File: src/verilog/gyro_pkg.sv
package gyro_pkg;

	// width of all loop arithmetic
	localparam int DATA_W = 32;

	// DAC word width
	// low bits of ramp plus modulation
	localparam int DAC_W = 16;

	// log2 of samples averaged per half
	// legal values 0 to 10
	localparam int AVG_SEL_W = 4;

	// right shift applied to the error in the integrator
	localparam int GAIN_W = 5;

	// signed loop word
	// amplitudes, error, offset, step and ramp all use it
	typedef logic signed [DATA_W-1:0] data_t;

	// unsigned raw word toward the DAC
	typedef logic [DAC_W-1:0] dac_t;

	// which half of the square-wave bias we are in
	typedef enum logic {
		HALF_LOW  = 1'b0,
		HALF_HIGH = 1'b1
	} mod_half_e;

	// error generator
	// wait for the detector to settle, sum the samples, then idle
	typedef enum logic [1:0] {
		ERR_WAIT = 2'd0,
		ERR_ACC  = 2'd1,
		ERR_DONE = 2'd2
	} err_state_e;

endpackage

File: src/verilog/err_signal_gen.sv
module err_signal_gen import gyro_pkg::*; #(
	parameter int ADC_BIT = 14
) (
	input  logic                      CLOCK_DAC_1,
	input  logic                      i_arst_n,
	input  logic signed [ADC_BIT-1:0] i_adc,
	input  mod_half_e                 i_mod_half,
	input  logic                      i_polarity,
	input  data_t                     i_wait_cnt,
	input  logic [AVG_SEL_W-1:0]      i_avg_sel,
	input  data_t                     i_err_offset,
	output data_t                     o_err,
	output logic                      o_err_valid,
	output logic                      o_ramp_trig
);

	// two-stage detector sample pipeline
	logic signed [ADC_BIT-1:0] adc_q1;
	logic signed [ADC_BIT-1:0] adc_q2;
	data_t smp;

	// half tracking
	mod_half_e half_q;
	mod_half_e acc_half;
	logic half_chg;

	// sequencing
	err_state_e state;
	data_t cnt;
	data_t n_smp;
	logic wait_end;
	logic last_smp;

	// accumulation and per-half sums
	data_t acc;
	data_t sum_h;
	data_t sum_l;
	logic high_vld;
	logic err_pend;

	// error arithmetic
	data_t diff;
	data_t scaled;
	data_t err_calc;

	// sample shifts through both stages every clock
	always_ff @(posedge CLOCK_DAC_1) begin
		adc_q1 <= i_adc;
		adc_q2 <= adc_q1;
	end

	// sign extend to the loop width
	assign smp = data_t'(adc_q2);

	// new half seen on its first cycle
	assign half_chg = (i_mod_half != half_q);

	// 2^avg_sel samples per half
	assign n_smp    = data_t'(32'd1 << i_avg_sel);
	assign wait_end = (cnt >= i_wait_cnt - 1);
	assign last_smp = (cnt >= n_smp - 1);

	// demodulated high minus low scaled back to one sample
	assign diff   = sum_h - sum_l;
	assign scaled = diff >>> i_avg_sel;

	// polarity flip, then bias trim
	assign err_calc = (i_polarity ? -scaled : scaled) + i_err_offset;

	always_ff @(posedge CLOCK_DAC_1 or negedge i_arst_n) begin
		if (!i_arst_n) begin
			half_q      <= HALF_HIGH;
			acc_half    <= HALF_HIGH;
			state       <= ERR_DONE;
			cnt         <= '0;
			acc         <= '0;
			sum_h       <= '0;
			sum_l       <= '0;
			high_vld    <= 1'b0;
			err_pend    <= 1'b0;
			o_err       <= '0;
			o_err_valid <= 1'b0;
			o_ramp_trig <= 1'b0;
		end else begin
			half_q   <= i_mod_half;
			err_pend <= 1'b0;

			if (half_chg) begin
				// restart the settle wait for the new half
				state    <= ERR_WAIT;
				acc_half <= i_mod_half;
				cnt      <= '0;
			end else begin
				case (state)
					ERR_WAIT: begin
						if (wait_end) begin
							state <= ERR_ACC;
							cnt   <= '0;
							acc   <= '0;
						end else begin
							cnt <= cnt + 1;
						end
					end
					ERR_ACC: begin
						acc <= acc + smp;
						cnt <= cnt + 1;
						if (last_smp) begin
							state <= ERR_DONE;
							if (acc_half == HALF_HIGH) begin
								sum_h    <= acc + smp;
								high_vld <= 1'b1;
							end else begin
								sum_l <= acc + smp;
								// only a full high/low pair yields an error
								err_pend <= high_vld;
							end
						end
					end
					default: begin
						// idle until the next half boundary
						state <= ERR_DONE;
					end
				endcase
			end

			// error out one cycle after the low sum lands
			o_err_valid <= err_pend;
			if (err_pend) begin
				o_err <= err_calc;
			end

			// ramp update trails the error by one cycle
			o_ramp_trig <= o_err_valid;
		end
	end

endmodule

File: src/verilog/feedback_step_gen.sv
module feedback_step_gen import gyro_pkg::*; (
	input  logic              CLOCK_DAC_1,
	input  logic              i_arst_n,
	input  data_t             i_err,
	input  logic              i_err_valid,
	input  logic              i_fb_on,
	input  logic [GAIN_W-1:0] i_gain_sel,
	input  data_t             i_const_step,
	output data_t             o_step
);

	// loop gain as an arithmetic shift of the error
	data_t err_scaled;

	// step value taken on the next error pulse
	data_t step_next;

	assign err_scaled = i_err >>> i_gain_sel;

	// closed loop integrates, open loop holds the fixed step
	always_comb begin
		if (i_fb_on) begin
			step_next = o_step + err_scaled;
		end else begin
			step_next = i_const_step;
		end
	end

	always_ff @(posedge CLOCK_DAC_1 or negedge i_arst_n) begin
		if (!i_arst_n) begin
			o_step <= '0;
		end else if (i_err_valid) begin
			// one update per modulation period
			o_step <= step_next;
		end
	end

endmodule

File: src/verilog/gyro_loop_top.sv
module gyro_loop_top import gyro_pkg::*; #(
	parameter int ADC_BIT = 14
) (
	input  logic                      CLOCK_DAC_1,
	input  logic                      i_arst_n,
	input  logic signed [ADC_BIT-1:0] i_adc,
	input  data_t                     i_freq_cnt,
	input  data_t                     i_amp_h,
	input  data_t                     i_amp_l,
	input  logic                      i_polarity,
	input  data_t                     i_wait_cnt,
	input  logic [AVG_SEL_W-1:0]      i_avg_sel,
	input  data_t                     i_err_offset,
	input  logic                      i_fb_on,
	input  logic [GAIN_W-1:0]         i_gain_sel,
	input  data_t                     i_const_step,
	output mod_half_e                 o_mod_half,
	output data_t                     o_err,
	output logic                      o_err_valid,
	output data_t                     o_step,
	output dac_t                      o_dac
);

	// bias modulation level toward the DAC sum
	data_t mod_out;

	// ramp update strobe
	logic ramp_trig;

	// square-wave bias for the phase modulator
	mod_gen u_mod_gen (
		.CLOCK_DAC_1 (CLOCK_DAC_1),
		.i_arst_n    (i_arst_n),
		.i_freq_cnt  (i_freq_cnt),
		.i_amp_h     (i_amp_h),
		.i_amp_l     (i_amp_l),
		.o_mod_half  (o_mod_half),
		.o_mod_out   (mod_out)
	);

	// demodulated detector error, one per period
	err_signal_gen #(
		.ADC_BIT (ADC_BIT)
	) u_err_signal_gen (
		.CLOCK_DAC_1  (CLOCK_DAC_1),
		.i_arst_n     (i_arst_n),
		.i_adc        (i_adc),
		.i_mod_half   (o_mod_half),
		.i_polarity   (i_polarity),
		.i_wait_cnt   (i_wait_cnt),
		.i_avg_sel    (i_avg_sel),
		.i_err_offset (i_err_offset),
		.o_err        (o_err),
		.o_err_valid  (o_err_valid),
		.o_ramp_trig  (ramp_trig)
	);

	// loop integrator
	feedback_step_gen u_feedback_step_gen (
		.CLOCK_DAC_1  (CLOCK_DAC_1),
		.i_arst_n     (i_arst_n),
		.i_err        (o_err),
		.i_err_valid  (o_err_valid),
		.i_fb_on      (i_fb_on),
		.i_gain_sel   (i_gain_sel),
		.i_const_step (i_const_step),
		.o_step       (o_step)
	);

	// ramp plus modulation into the DAC
	phase_ramp_gen u_phase_ramp_gen (
		.CLOCK_DAC_1 (CLOCK_DAC_1),
		.i_arst_n    (i_arst_n),
		.i_step      (o_step),
		.i_ramp_trig (ramp_trig),
		.i_mod_out   (mod_out),
		.o_dac       (o_dac)
	);

endmodule

File: src/verilog/mod_gen.sv
module mod_gen import gyro_pkg::*; (
	input  logic      CLOCK_DAC_1,
	input  logic      i_arst_n,
	input  data_t     i_freq_cnt,
	input  data_t     i_amp_h,
	input  data_t     i_amp_l,
	output mod_half_e o_mod_half,
	output data_t     o_mod_out
);

	// cycles spent so far in the current half
	data_t half_cnt;

	// one-cycle marker on the last cycle of a half
	logic half_end;

	// half that follows the current one
	mod_half_e next_half;

	// boundary once the count reaches the programmed half length
	// >= so a shorter length written on the fly still ends the half
	assign half_end = (half_cnt >= i_freq_cnt - 1);

	assign next_half = (o_mod_half == HALF_HIGH) ? HALF_LOW : HALF_HIGH;

	always_ff @(posedge CLOCK_DAC_1 or negedge i_arst_n) begin
		if (!i_arst_n) begin
			// start in the high half, output quiet until first clock
			half_cnt   <= '0;
			o_mod_half <= HALF_HIGH;
			o_mod_out  <= '0;
		end else begin
			if (half_end) begin
				// toggle half, amplitude follows in the same cycle
				half_cnt   <= '0;
				o_mod_half <= next_half;
				if (next_half == HALF_HIGH) begin
					o_mod_out <= i_amp_h;
				end else begin
					o_mod_out <= i_amp_l;
				end
			end else begin
				half_cnt <= half_cnt + 1;
				// keep tracking the amplitude level of this half
				if (o_mod_half == HALF_HIGH) begin
					o_mod_out <= i_amp_h;
				end else begin
					o_mod_out <= i_amp_l;
				end
			end
		end
	end

endmodule

File: src/verilog/phase_ramp_gen.sv
module phase_ramp_gen import gyro_pkg::*; (
	input  logic  CLOCK_DAC_1,
	input  logic  i_arst_n,
	input  data_t i_step,
	input  logic  i_ramp_trig,
	input  data_t i_mod_out,
	output dac_t  o_dac
);

	// serrodyne phase accumulator wrapping modulo 2^DATA_W
	data_t ramp;

	// low bits of ramp plus bias modulation
	dac_t dac_next;

	assign dac_next = ramp[DAC_W-1:0] + i_mod_out[DAC_W-1:0];

	always_ff @(posedge CLOCK_DAC_1 or negedge i_arst_n) begin
		if (!i_arst_n) begin
			ramp <= '0;
		end else if (i_ramp_trig) begin
			// step was refreshed the cycle before the trigger
			ramp <= ramp + i_step;
		end
	end

	// registered DAC word
	always_ff @(posedge CLOCK_DAC_1 or negedge i_arst_n) begin
		if (!i_arst_n) begin
			o_dac <= '0;
		end else begin
			o_dac <= dac_next;
		end
	end

endmodule
File: config.mk
export PLATFORM = sky130hd
export DESIGN_NAME = gyro_loop_top
export DESIGN_NICKNAME = d
export VERILOG_FILES = /design/src/verilog/gyro_pkg.sv /design/src/verilog/err_signal_gen.sv /design/src/verilog/feedback_step_gen.sv /design/src/verilog/gyro_loop_top.sv /design/src/verilog/mod_gen.sv /design/src/verilog/phase_ramp_gen.sv
export SDC_FILE = /design/constraint.sdc
export NUM_CORES = 1
export LEC_CHECK = 0
export ABC_AREA = 1
export BUFFER_PORTS_ARGS = -buffer_cell sky130_fd_sc_hd__buf_2
export CAP_MARGIN = 20
export CORE_UTILIZATION = 51
export DETAILED_ROUTE_END_ITERATION = 7
export GPL_TIMING_DRIVEN = 0
export PLACE_DENSITY = 0.75
export SLEW_MARGIN = 20
export SYNTH_ARGS = -nofsm -noshare
export SYNTH_HDL_FRONTEND = slang
export SYNTH_SLANG_ARGS = --single-unit
export TNS_END_PERCENT = 30
File: constraint.sdc
create_clock -name CLOCK_DAC_1 -period 10.4 [get_ports CLOCK_DAC_1]
set_clock_uncertainty 0.1 [all_clocks]
set_input_delay 1.04 -clock CLOCK_DAC_1 [delete_from_list [all_inputs] [get_ports CLOCK_DAC_1]]
set_output_delay 1.04 -clock CLOCK_DAC_1 [all_outputs]
set_load 0.01 [all_outputs]
# [Yosys cells after proc, flatten, opt, wreduce, memory -nomap -nowiden]
# Cells that the tools add are included.
[totals] out_inout_bits=82 wordCells=72 reg_bits=325 inputBits=219
[op_classes] shift=3 add_sub_neg=12 bitwise_logic=2 muxes=20 n_eq_ne=5 n_lt_le_gt_ge=3 n_reduce_logical=7
[op_table] op="2-to-1 mux 32 bit" n=6
[op_table] op="one-hot mux 32 bit (2 select lines)" n=2
[op_table] op="adder 32 bit" n=3
[op_table] op=">= comparator 32 bit" n=3
[op_table] op="subtractor 32 x 2 -> 32 bit, second input constant" n=3
[op_table] op="adder 32 x 2 -> 32 bit, second input constant" n=2
[op_table] op="2-to-1 mux 16 bit" n=3
[op_table] op="adder 32 x 14 -> 32 bit" n=1
[op_table] op="negation 32 bit" n=1
[op_table] op="<< shifter 1 x 4 -> 32 bit, first input constant" n=1
[op_table] op=">>> shifter 32 x 4 -> 32 bit" n=1
[op_table] op=">>> shifter 32 x 5 -> 32 bit" n=1
[op_table] op="subtractor 32 bit" n=1
[op_table] op="adder 16 bit" n=1
[op_table] op="AND reduction 4 bit" n=2
[op_table] op="2-to-1 mux 2 bit" n=3
[op_table] op="!= test 3 x 1 -> 1 bit, second input constant" n=2
[op_table] op="2-to-1 mux 1 bit" n=5
[op_table] op="one-hot mux 2 bit (2 select lines)" n=1
[op_table] op="AND reduction 3 bit" n=1
[op_table] op="nonzero test 3 bit" n=1
[op_table] op="== test 2 x 1 -> 1 bit, second input constant" n=1
[op_table] op="logical NOT 2 bit" n=1
[op_table] op="!= test 2 x 1 -> 1 bit, second input constant" n=1
[op_table] op="4 further kinds" n=5

# [Longest topological paths before layout]
# Gate-level depths: netlist of the first run.
[logic_depth] ltp_word=6 mapped_depth=42 ltp_nobuf=42

# [Cells and area by module]
# A second synthesis of the first run with hierarchy kept.
[hier_totals] hier_cells=4803 area_unflattened_um2=31002.2
[by_module_without_submodules] mod="err_signal_gen" cells_per_inst=2603 area_each_um2=17718.2 seq_area_each_um2=4768.3 n_inst=1
[by_module_without_submodules] mod="feedback_step_gen" cells_per_inst=1050 area_each_um2=5398.9 seq_area_each_um2=800.8 n_inst=1
[by_module_without_submodules] mod="mod_gen" cells_per_inst=762 area_each_um2=5197.5 seq_area_each_um2=1627.8 n_inst=1
[by_module_without_submodules] mod="phase_ramp_gen" cells_per_inst=388 area_each_um2=2687.6 seq_area_each_um2=800.8 n_inst=1

# [Worst setup path before layout of the first run]
# Ideal clock, no wire load.
[synth_path] path_kind="input to register" start="in i_freq_cnt[0]" end="reg u_mod_gen.o_mod_out[10]" t_arrival_ns=5.070 setup_time_ns=0.125 path_stages=26 required_time_ns=10.175 slack_ns=5.105 path_buffers=1 cell_sequence="inv_1 > ha_1 > nand2_1 > nor3_2 > nand3b_1 > nor2_1 > nand2_1 > nor3_4 > nand3_2 > nor4_4 > nand4_2 > nor4_4 > nand4_1 > xor2_1 > ha_1 > nand4_1 > nor3_1 > inv_1 > nor4_1 > nand2_1 > nand2_1 > or2_1 > nand3_2 > xor2_2 > buf_4 > mux2_2"
[synth_via] elab_chain_len=3
[synth_rtl] element="from (decl)" line="gyro_loop_top.sv:7" rtl="input data_t i_freq_cnt,"
[synth_rtl] element="subtractor 32 x 2 -> 32 bit" line="mod_gen.sv:22" rtl="assign half_end = (half_cnt >= i_freq_cnt - 1);"
[synth_rtl] element=">= comparator 32 bit" line="mod_gen.sv:22"
[synth_rtl] element="2-to-1 mux 16 bit" line="mod_gen.sv:33" rtl="if (half_end) begin"
[synth_rtl] element="to (signal assigned)" line="mod_gen.sv:38" rtl="o_mod_out <= i_amp_h;"
[synth_rtl] element="to (signal assigned)" line="mod_gen.sv:40" rtl="o_mod_out <= i_amp_l;"
[synth_rtl] element="to (signal assigned)" line="mod_gen.sv:46" rtl="o_mod_out <= i_amp_h;"
[synth_rtl] element="to (decl)" line="mod_gen.sv:8" rtl="output data_t o_mod_out"
# No other way between the ends.
# A chain may end at the register's enable or synchronous reset.

# [Worst setup path after layout of the first run]
[layout_path] start="reg u_err_signal_gen.sum_l[0]" end="reg u_err_signal_gen.o_err[30]"
[layout_via] elab_chain_len=5
[layout_rtl] element="from (decl)" line="err_signal_gen.sv:37" rtl="data_t sum_l;"
[layout_rtl] element="from (signal assigned)" line="err_signal_gen.sv:113" rtl="sum_l <= acc + smp;"
[layout_rtl] element="subtractor 32 bit *" line="err_signal_gen.sv:64" rtl="assign diff = sum_h - sum_l;"
[layout_rtl] element=">>> shifter 32 x 4 -> 32 bit *" line="err_signal_gen.sv:65" rtl="assign scaled = diff >>> i_avg_sel;"
[layout_rtl] element="negation 32 bit" line="err_signal_gen.sv:68" rtl="assign err_calc = (i_polarity ? -scaled : scaled) + i_err_offset;"
[layout_rtl] element="2-to-1 mux 32 bit *" line="err_signal_gen.sv:68"
[layout_rtl] element="adder 32 bit *" line="err_signal_gen.sv:68"
[layout_rtl] element="to (signal assigned)" line="err_signal_gen.sv:129" rtl="o_err <= err_calc;"
[layout_rtl] element="to (decl)" line="err_signal_gen.sv:12" rtl="output data_t o_err,"
# Every way passes the cells marked *; elsewhere a longest branch is shown, timed or not.

==> summary.md, run 1 <==
| Metric | Value |
|---|---|
| WS Path Type | `register to register` |
| Setup-failing EPs final | `0` |
| P_int | `4.35 mW` |
| Flop2flop setup slack | `4.33 ns` |
| Required @ worst endpoint | `10.81 ns` |
| Antenna violations before repair | `8` |
| CTS Hold Buffers Added | `0` |
| Die ar. | `55700 um2` |
| DRC | `0` |
| Total wire length | `78700 um` |
| Gpl congestion | `0.963` |
| Sw Pwr | `4.39 mW` |
| Status | `complete, no violations` |
| Number of clock sinks | `309` |
| Synthesized instance count | `4005` |
| Worst Hold Class | `register to register` |
| # port buffers | `263` |
| All-Layer GR Usage | `28.2%` |
| # nets final | `4805` |
| TritonCTS clock tree | `yes` |
| Via count | `27400` |
| Final slew viol count | `0` |
| Vias/cell | `5.43` |
| Worst IR Drop VDD | `0.000129 V` |
| Vias in the first global route | `26100` |
| Number of flops mapped to enable cells by yosys | `0` |
| Max cap viols | `0` |
| Post-CTS sizing | `0` |
| Slew @ Worst Pin | `0.828 ns` |
| Reg2reg start | `u_err_signal_gen.sum_l[0]` |
| Comb pwr share | `62.7%` |
| Crit path max fanout | `3` |
| Boundary Pins | `301` |
| Leak | `15.9 nW` |
| Fillers | `5105` |
| Core area | `53900 um2` |
| R2r worst-path depth | `36` |
| Crit start category | `register` |
| CP endpoint kind | `register` |
| Root Driver | `clkbuf_16` |
| PwrDens | `277 nW/um2` |
| Worst path max stage delay | `0.48 ns` |
| First-pass GRT wire length | `129000 um` |
| Clk slew on worst S/H paths | `0.06 ns` |
| Initial DRT Pass Iterations | `8` |
| Mapped cell area | `27900 um2` |
| Setup slack after layout | `4.33 ns` |
| DIE WIDTH | `236 um` |
| Clock Latency Late Sink | `0.57 ns` |
| Die Y | `236 um` |
| Post-synth cell types | `68` |
| DPL Wire Length | `63200 um` |
| Layout Area Growth over Synthesis | `12.9%` |
| Critical Path AT | `6.48 ns` |
| GRT overflow | `0` |
| Most frequent cells in the layout | `1003 x nand2_1, 446 x inv_1, 310 x o21ai_0` |
| Avg Inst Size Synth | `6.97 um2` |
| Post-synthesis sequential area ratio | `27.2%` |
| RSZ-0062 raised after global routing | `no` |
| Most frequent cell on the critical path | `nand2_1` |
| Wire per inst | `15.6 um` |
| Setup slack at placement | `3.65 ns` |
| Final Hold Fails | `0` |
| Critical path origin | `u_err_signal_gen.sum_l[0]` |
| Switching share of power | `50.2%` |
| Hold path depth | `0` |
| Number of synthesis warnings | `0` |
| Num rows | `85` |
| Post-Place Cell Area | `30200 um2` |
| Ratio of cells with drive above 1 in the final layout | `12.5%` |
| Starting density of the core | `51.8%` |
| Fmax | `0.165 GHz` |
| Total CTS buffers | `37` |
| Most common cell after layout, fill and taps aside | `nand2_1` |
| Setup TNS | `0 ns` |
| Fin area | `31500 um2` |
| CTS Buffer Depth | `3` |
| Largest net degree at the start of global routing | `88` |
| Initial DRC count | `1778` |
| Clock power frac | `15.9%` |
| Async SR Flop Fraction | `90.9%` |
| Tcrit/Tclk final | `58.4%` |
| H-tree depth | `2` |
| Slew margin rel. | `44.7%` |
| Top_reg_cell synth | `dfrtp_1` |
| Post-CTS Setup Inserts | `0` |
| Total power | `8.73 mW` |
| Seq pwr share | `21.4%` |
| Hold Startpoint | `u_err_signal_gen.adc_q1[8]` |
| Critical-path top delay cell | `fa_1` |
| Post-DRT Antenna Nets | `0` |
| Number of synthesized register bits | `309` |
| Post-layout min period | `6.07 ns` |
## final cells by class
cell class                 instances  area, um2  share of cell area (%)
clock buffer                      52       1090                    3.47
clock inverter                    15        208                   0.659
antenna                            4       10.0                  0.0317
multi-input combinational       3098      18000                    57.2
tap                              696        871                    2.76
buffer                           109        444                    1.41
sequential                       309       7600                    24.1
inverter                         495       1860                    5.89
timing repair buffer             266       1410                    4.47
## state kept, by name, indices dropped and copies added, names as in the netlist, 32 cells and up
signal,flops
u_err_signal_gen.acc,32
u_err_signal_gen.cnt,32
u_err_signal_gen.o_err,32
u_err_signal_gen.sum_h,32
u_err_signal_gen.sum_l,32
u_feedback_step_gen.o_step,32
u_mod_gen.half_cnt,32
## cell usage after synthesis, types with 22 or more instances
cell type	number	area [um2]
nand4_1	48	300
xor2_1	159	1390
dfrtp_1	277	6930
o22ai_1	25	156
dfxtp_1	28	561
a21oi_1	228	1140
nand2_1	1003	3760
ha_1	264	3300
nor2_2	22	138
nand2_2	30	188
inv_1	446	1670
a31oi_1	22	138
nand3_2	33	330
nand3_1	306	1530
nor2_1	262	983
o21ai_0	310	1550
clkbuf_1	73	274
inv_2	42	158
o21ai_1	50	250
nor3_1	44	220
xnor2_1	71	622
## power groups by stage
stage / clock (mW) / combinational [mW] / sequential (mW)
final: 1.39 / 5.47 / 1.87
after global routing: 1.47 / 6.18 / 1.90
after CTS: 1.41 / 5.41 / 1.87
after detailed placement: 0 / 5.38 / 1.88
after global placement: 0 / 5.30 / 1.88
after floorplan: 0 / 4.00 / 1.84
## worst max-delay path, delay by kind of cell, from the launching register on
kind / cells / cell delay (ns)
compound gates: 8 / 1.57
xor+xnor: 2 / 0.51
fa+ha+maj: 4 / 1.48
buf+inv: 2 / 0.17
flops: 1 / 0.43
simple gates: 20 / 1.74
## logic make-up after synthesis
| logic type | share of synthesized area [%] |
|---|---|
| flip-flops | 27.2 |
| other | 0.0134 |
| adder cells (fa/ha/maj) | 12.3 |
| buffers and inverters | 8.25 |
| AND/OR/NAND/NOR | 29.4 |
| multiplexers | 1.11 |
| AO/OA/AOI/OAI | 14.5 |
| XOR/XNOR | 7.28 |
## per-stage QoR
| stage | instances | hold WS (ns) | util [%] |
|---|---|---|---|
| 2_1_floorplan | 4011 | 0.210 | - |
| 3_3_place_gp | 4970 | 0.213 | 55.9 |
| 3_5_place_dp | 4973 | 0.212 | 56.0 |
| 4_1_cts | 5040 | 0.228 | 58.4 |
| 5_1_grt | 5042 | 0.231 | 58.5 |
| 6_report | 5044 | 0.226 | 58.5 |
## metal layers
layer	up-vias	routed length [um]	part of all wire, %	track usage, %
li1	14000	-	-	-
met1	12600	34700	44	35.7
met2	713	37300	47	49.0
met3	156	4110	5.2	4.21
met4	6	2430	3.1	9.03
met5	-	41	0.052	0
## path summary, 6_finish.rpt
check / to
worst max-delay path: u_err_signal_gen.o_err[30]
worst min-delay path: u_err_signal_gen.adc_q2[8]
worst max register to register: u_err_signal_gen.o_err[30]
worst min register to register: u_err_signal_gen.adc_q2[8]
max in group asynchronous: u_err_signal_gen.cnt[1]
min in group asynchronous: u_mod_gen.half_cnt[28]
No activity file was read; power rests on OpenSTA's default activity.
==> inputs of run 2 (changes only) <==
- PLACE_DENSITY: 0.75 -> 0.78
- clock period: 10.4 -> 5.45 ns (I/O delays scaled with it)
==> run 2 against run 1 <==
Via count increased by 1.9%. Die area unchanged. Core utilization increased by 1.1 points. First-iteration DRC count increased by 7.8%. Final cell count increased by 0.48%. Combinational power increased by 99%. Sequential share of layout area decreased by 0.44 points. Flip-flop and latch count unchanged. Routed wire length increased by 2.2%. Power increased by 95%. Worst setup slack got worse by 4.2 ns. Sequential power increased by 92%. Critical endpoint is now u_err_signal_gen.o_err[26]. Largest cell class unchanged.
==> summary.md, run 2 (synthesis results as in run 1) <==
| Metric | Value |
|---|---|
| Status | `complete, no violations (unchanged)` |
| Flop2flop setup slack | `0.15 ns (was 4.33 ns)` |
| Initial DRT Pass Iterations | `6 (was 8)` |
| Most frequent cells in the layout | `984 x nand2_1, 444 x inv_1, 308 x o21ai_0 (was 1003 x nand2_1, 446 x inv_1, 310 x o21ai_0)` |
| Fmax | `0.189 GHz (was 0.165 GHz)` |
| Critical path origin | `u_err_signal_gen.sum_l[0] (unchanged)` |
| RR Endpoint | `u_err_signal_gen.o_err[26] (was u_err_signal_gen.o_err[30])` |
| CP endpoint kind | `register (unchanged)` |
| All-Layer GR Usage | `28.3% (was 28.2%)` |
| WS Path Type | `register to register (unchanged)` |
| Wire per inst | `15.9 um (was 15.6 um)` |
| Ratio of cells with drive above 1 in the final layout | `15.0% (was 12.5%)` |
| Largest net degree at the start of global routing | `89 (was 88)` |
| Slew margin rel. | `39.0% (was 44.7%)` |
| Most common cell after layout, fill and taps aside | `nand2_1 (unchanged)` |
| Vias/cell | `5.51 (was 5.43)` |
| Fin Hold WS | `0.117 ns (was 0.226 ns)` |
| Die Y | `236 um (unchanged)` |
| Crit start category | `register (unchanged)` |
| Post-layout min period | `5.30 ns (was 6.07 ns)` |
| Gpl congestion | `0.964 (was 0.963)` |
| Boundary Pins | `301 (unchanged)` |
| Clock Latency Late Sink | `0.58 ns (was 0.57 ns)` |
| Fin area | `32100 um2 (was 31500 um2)` |
| Crit path max fanout | `5 (was 3)` |
| Initial DRC count | `1917 (was 1778)` |
| CTS Buffer Depth | `3 (unchanged)` |
| Total power | `17.0 mW (was 8.73 mW)` |
| Root Driver | `clkbuf_16 (unchanged)` |
| Total CTS buffers | `37 (unchanged)` |
| Starting density of the core | `51.8% (unchanged)` |
| Fillers | `5061 (was 5105)` |
| Post-DRT Antenna Nets | `0 (unchanged)` |
| Critical Path AT | `5.63 ns (was 6.48 ns)` |
| Final slew viol count | `0 (unchanged)` |
| GRT overflow | `0 (unchanged)` |
| Core area | `53900 um2 (unchanged)` |
| # nets final | `4834 (was 4805)` |
| Total wire length | `80400 um (was 78700 um)` |
| DRC | `0 (unchanged)` |
| Clk slew on worst S/H paths | `0.06 ns (about the same)` |
| PwrDens | `530 nW/um2 (was 277 nW/um2)` |
| Vias in the first global route | `26800 (was 26100)` |
| First-pass GRT wire length | `130000 um (was 129000 um)` |
| Area of the multi-input gates | `18400 um2 (was 18000 um2)` |
| Tcrit/Tclk final | `97.3% (was 58.4%)` |
| Critical-path top delay cell | `dfrtp_1 (was fa_1)` |
| # diodes | `0 (was 4)` |
| Required @ worst endpoint | `5.78 ns (was 10.81 ns)` |
| Worst Hold Class | `input pin to register (was register to register)` |
| Worst path max stage delay | `0.41 ns (was 0.48 ns)` |
| Critical path endpoint | `u_err_signal_gen.o_err[26] (was u_err_signal_gen.o_err[30])` |
| Final Hold Fails | `0 (unchanged)` |
| Leak | `16.1 nW (was 15.9 nW)` |
| DPL Wire Length | `64000 um (was 63200 um)` |
| Num rows | `85 (unchanged)` |
| Slew @ Worst Pin | `0.912 ns (was 0.828 ns)` |
| H-tree depth | `2 (unchanged)` |
| TritonCTS clock tree | `yes (unchanged)` |
| R2r worst-path depth | `35 (was 36)` |
| Antenna violations before repair | `8 (unchanged)` |
| Layout Area Growth over Synthesis | `15.1% (was 12.9%)` |
| Setup-failing EPs final | `0 (unchanged)` |
| # port buffers | `263 (unchanged)` |
| Number of clock sinks | `309 (unchanged)` |
| RSZ-0062 raised after global routing | `yes (was no)` |
| Via count | `27900 (was 27400)` |
| DIE WIDTH | `236 um (unchanged)` |
| Sequential cell area | `7600 um2 (unchanged)` |
| Reg2reg start | `u_err_signal_gen.sum_l[0] (unchanged)` |
| Die ar. | `55700 um2 (unchanged)` |
| Post-Place Cell Area | `30200 um2 (unchanged)` |
| Max cap viols | `0 (unchanged)` |
| Worst IR Drop VDD | `0.000250 V (was 0.000129 V)` |
[run 2: changes by cell type in the layout (fill, tap and decap cells not counted), moves of 13 or more]
cell / change
buf_4: +14
clkbuf_2: +13
dlygate4sd3_1: +15
ha_1: -15
nand2_1: -19
nand2_2: +19
nand3_1: -17
nand3_2: +16
[run 2: worst max-delay path, delay by kind of cell (launching register included)]
family / cells / cell delay [ns]
simple gates: 21 / 2.20
buf+inv: 4 / 0.39
fa+ha+maj: 3 / 0.95
xor+xnor: 2 / 0.32
flops: 1 / 0.41
compound gates: 5 / 0.78
[run 2: how the worst min path moves through the flow]
stage | startpoint | to | slack (ns) | cells past startpoint
after floorplan | i_arst_n | u_err_signal_gen.acc[0] | 0.15 | 0
after global placement | u_err_signal_gen.adc_q1[2] | u_err_signal_gen.adc_q2[2] | 0.21 | 0
after detailed placement | u_err_signal_gen.adc_q1[13] | u_err_signal_gen.adc_q2[13] | 0.21 | 0
after CTS | i_amp_h[4] | u_mod_gen.o_mod_out[4] | 0.09 | 2
after global routing | i_amp_h[4] | u_mod_gen.o_mod_out[4] | 0.1 | 2
final | i_amp_h[4] | u_mod_gen.o_mod_out[4] | 0.12 | 2
[run 2: stage by stage]
stage	TNS, ns	utilization (%)	setup WS (ns)	cells
5_1_grt	-0.337	59.6	-0.130	5068
3_5_place_dp	-63.75	56.0	-0.666	4973
2_1_floorplan	0	-	0.456	4011
4_1_cts	0	58.8	0.0350	5058
6_report	0	59.6	0.150	5068
3_3_place_gp	-476.32	55.9	-1.60	4970
[run 2: what timing repair did]
action / 4_1_cts / 5_1_grt
gates resized for setup: 23 / 106
endpoints found under the hold margin: 70 / 0
buffers inserted: 4 / 10
endpoints found under the setup margin: 34 / 158
hold buffers: 15 / 0
pin swaps: 7 / 18
[run 2: layer usage]
| metal | GRT usage (%) | up-vias | wire, um |
|---|---|---|---|
| li1 | - | 14000 | - |
| met1 | 33.9 | 12900 | 33400 |
| met2 | 49.4 | 814 | 38700 |
| met3 | 4.81 | 231 | 4570 |
| met4 | 12.8 | 16 | 3620 |
| met5 | 0 | - | 92 |
[run 2: layout make-up]
class | count | share of cell area [%]
multi-input cells | 3098 | 57.4
repair buffers | 295 | 5.18
inverters | 495 | 5.79
flip-flops and latches | 309 | 23.7
clock inverters | 12 | 0.374
well taps | 696 | 2.71
clock buffers | 54 | 3.46
plain buffers | 109 | 1.43
[run 2: where the power goes]
| part | switching [mW] | leakage, nW | internal [mW] |
|---|---|---|---|
| logic | 6.98 | 11.8 | 3.95 |
| registers | 0.613 | 3.72 | 2.97 |
| clock network | 1.03 | 0.613 | 1.47 |
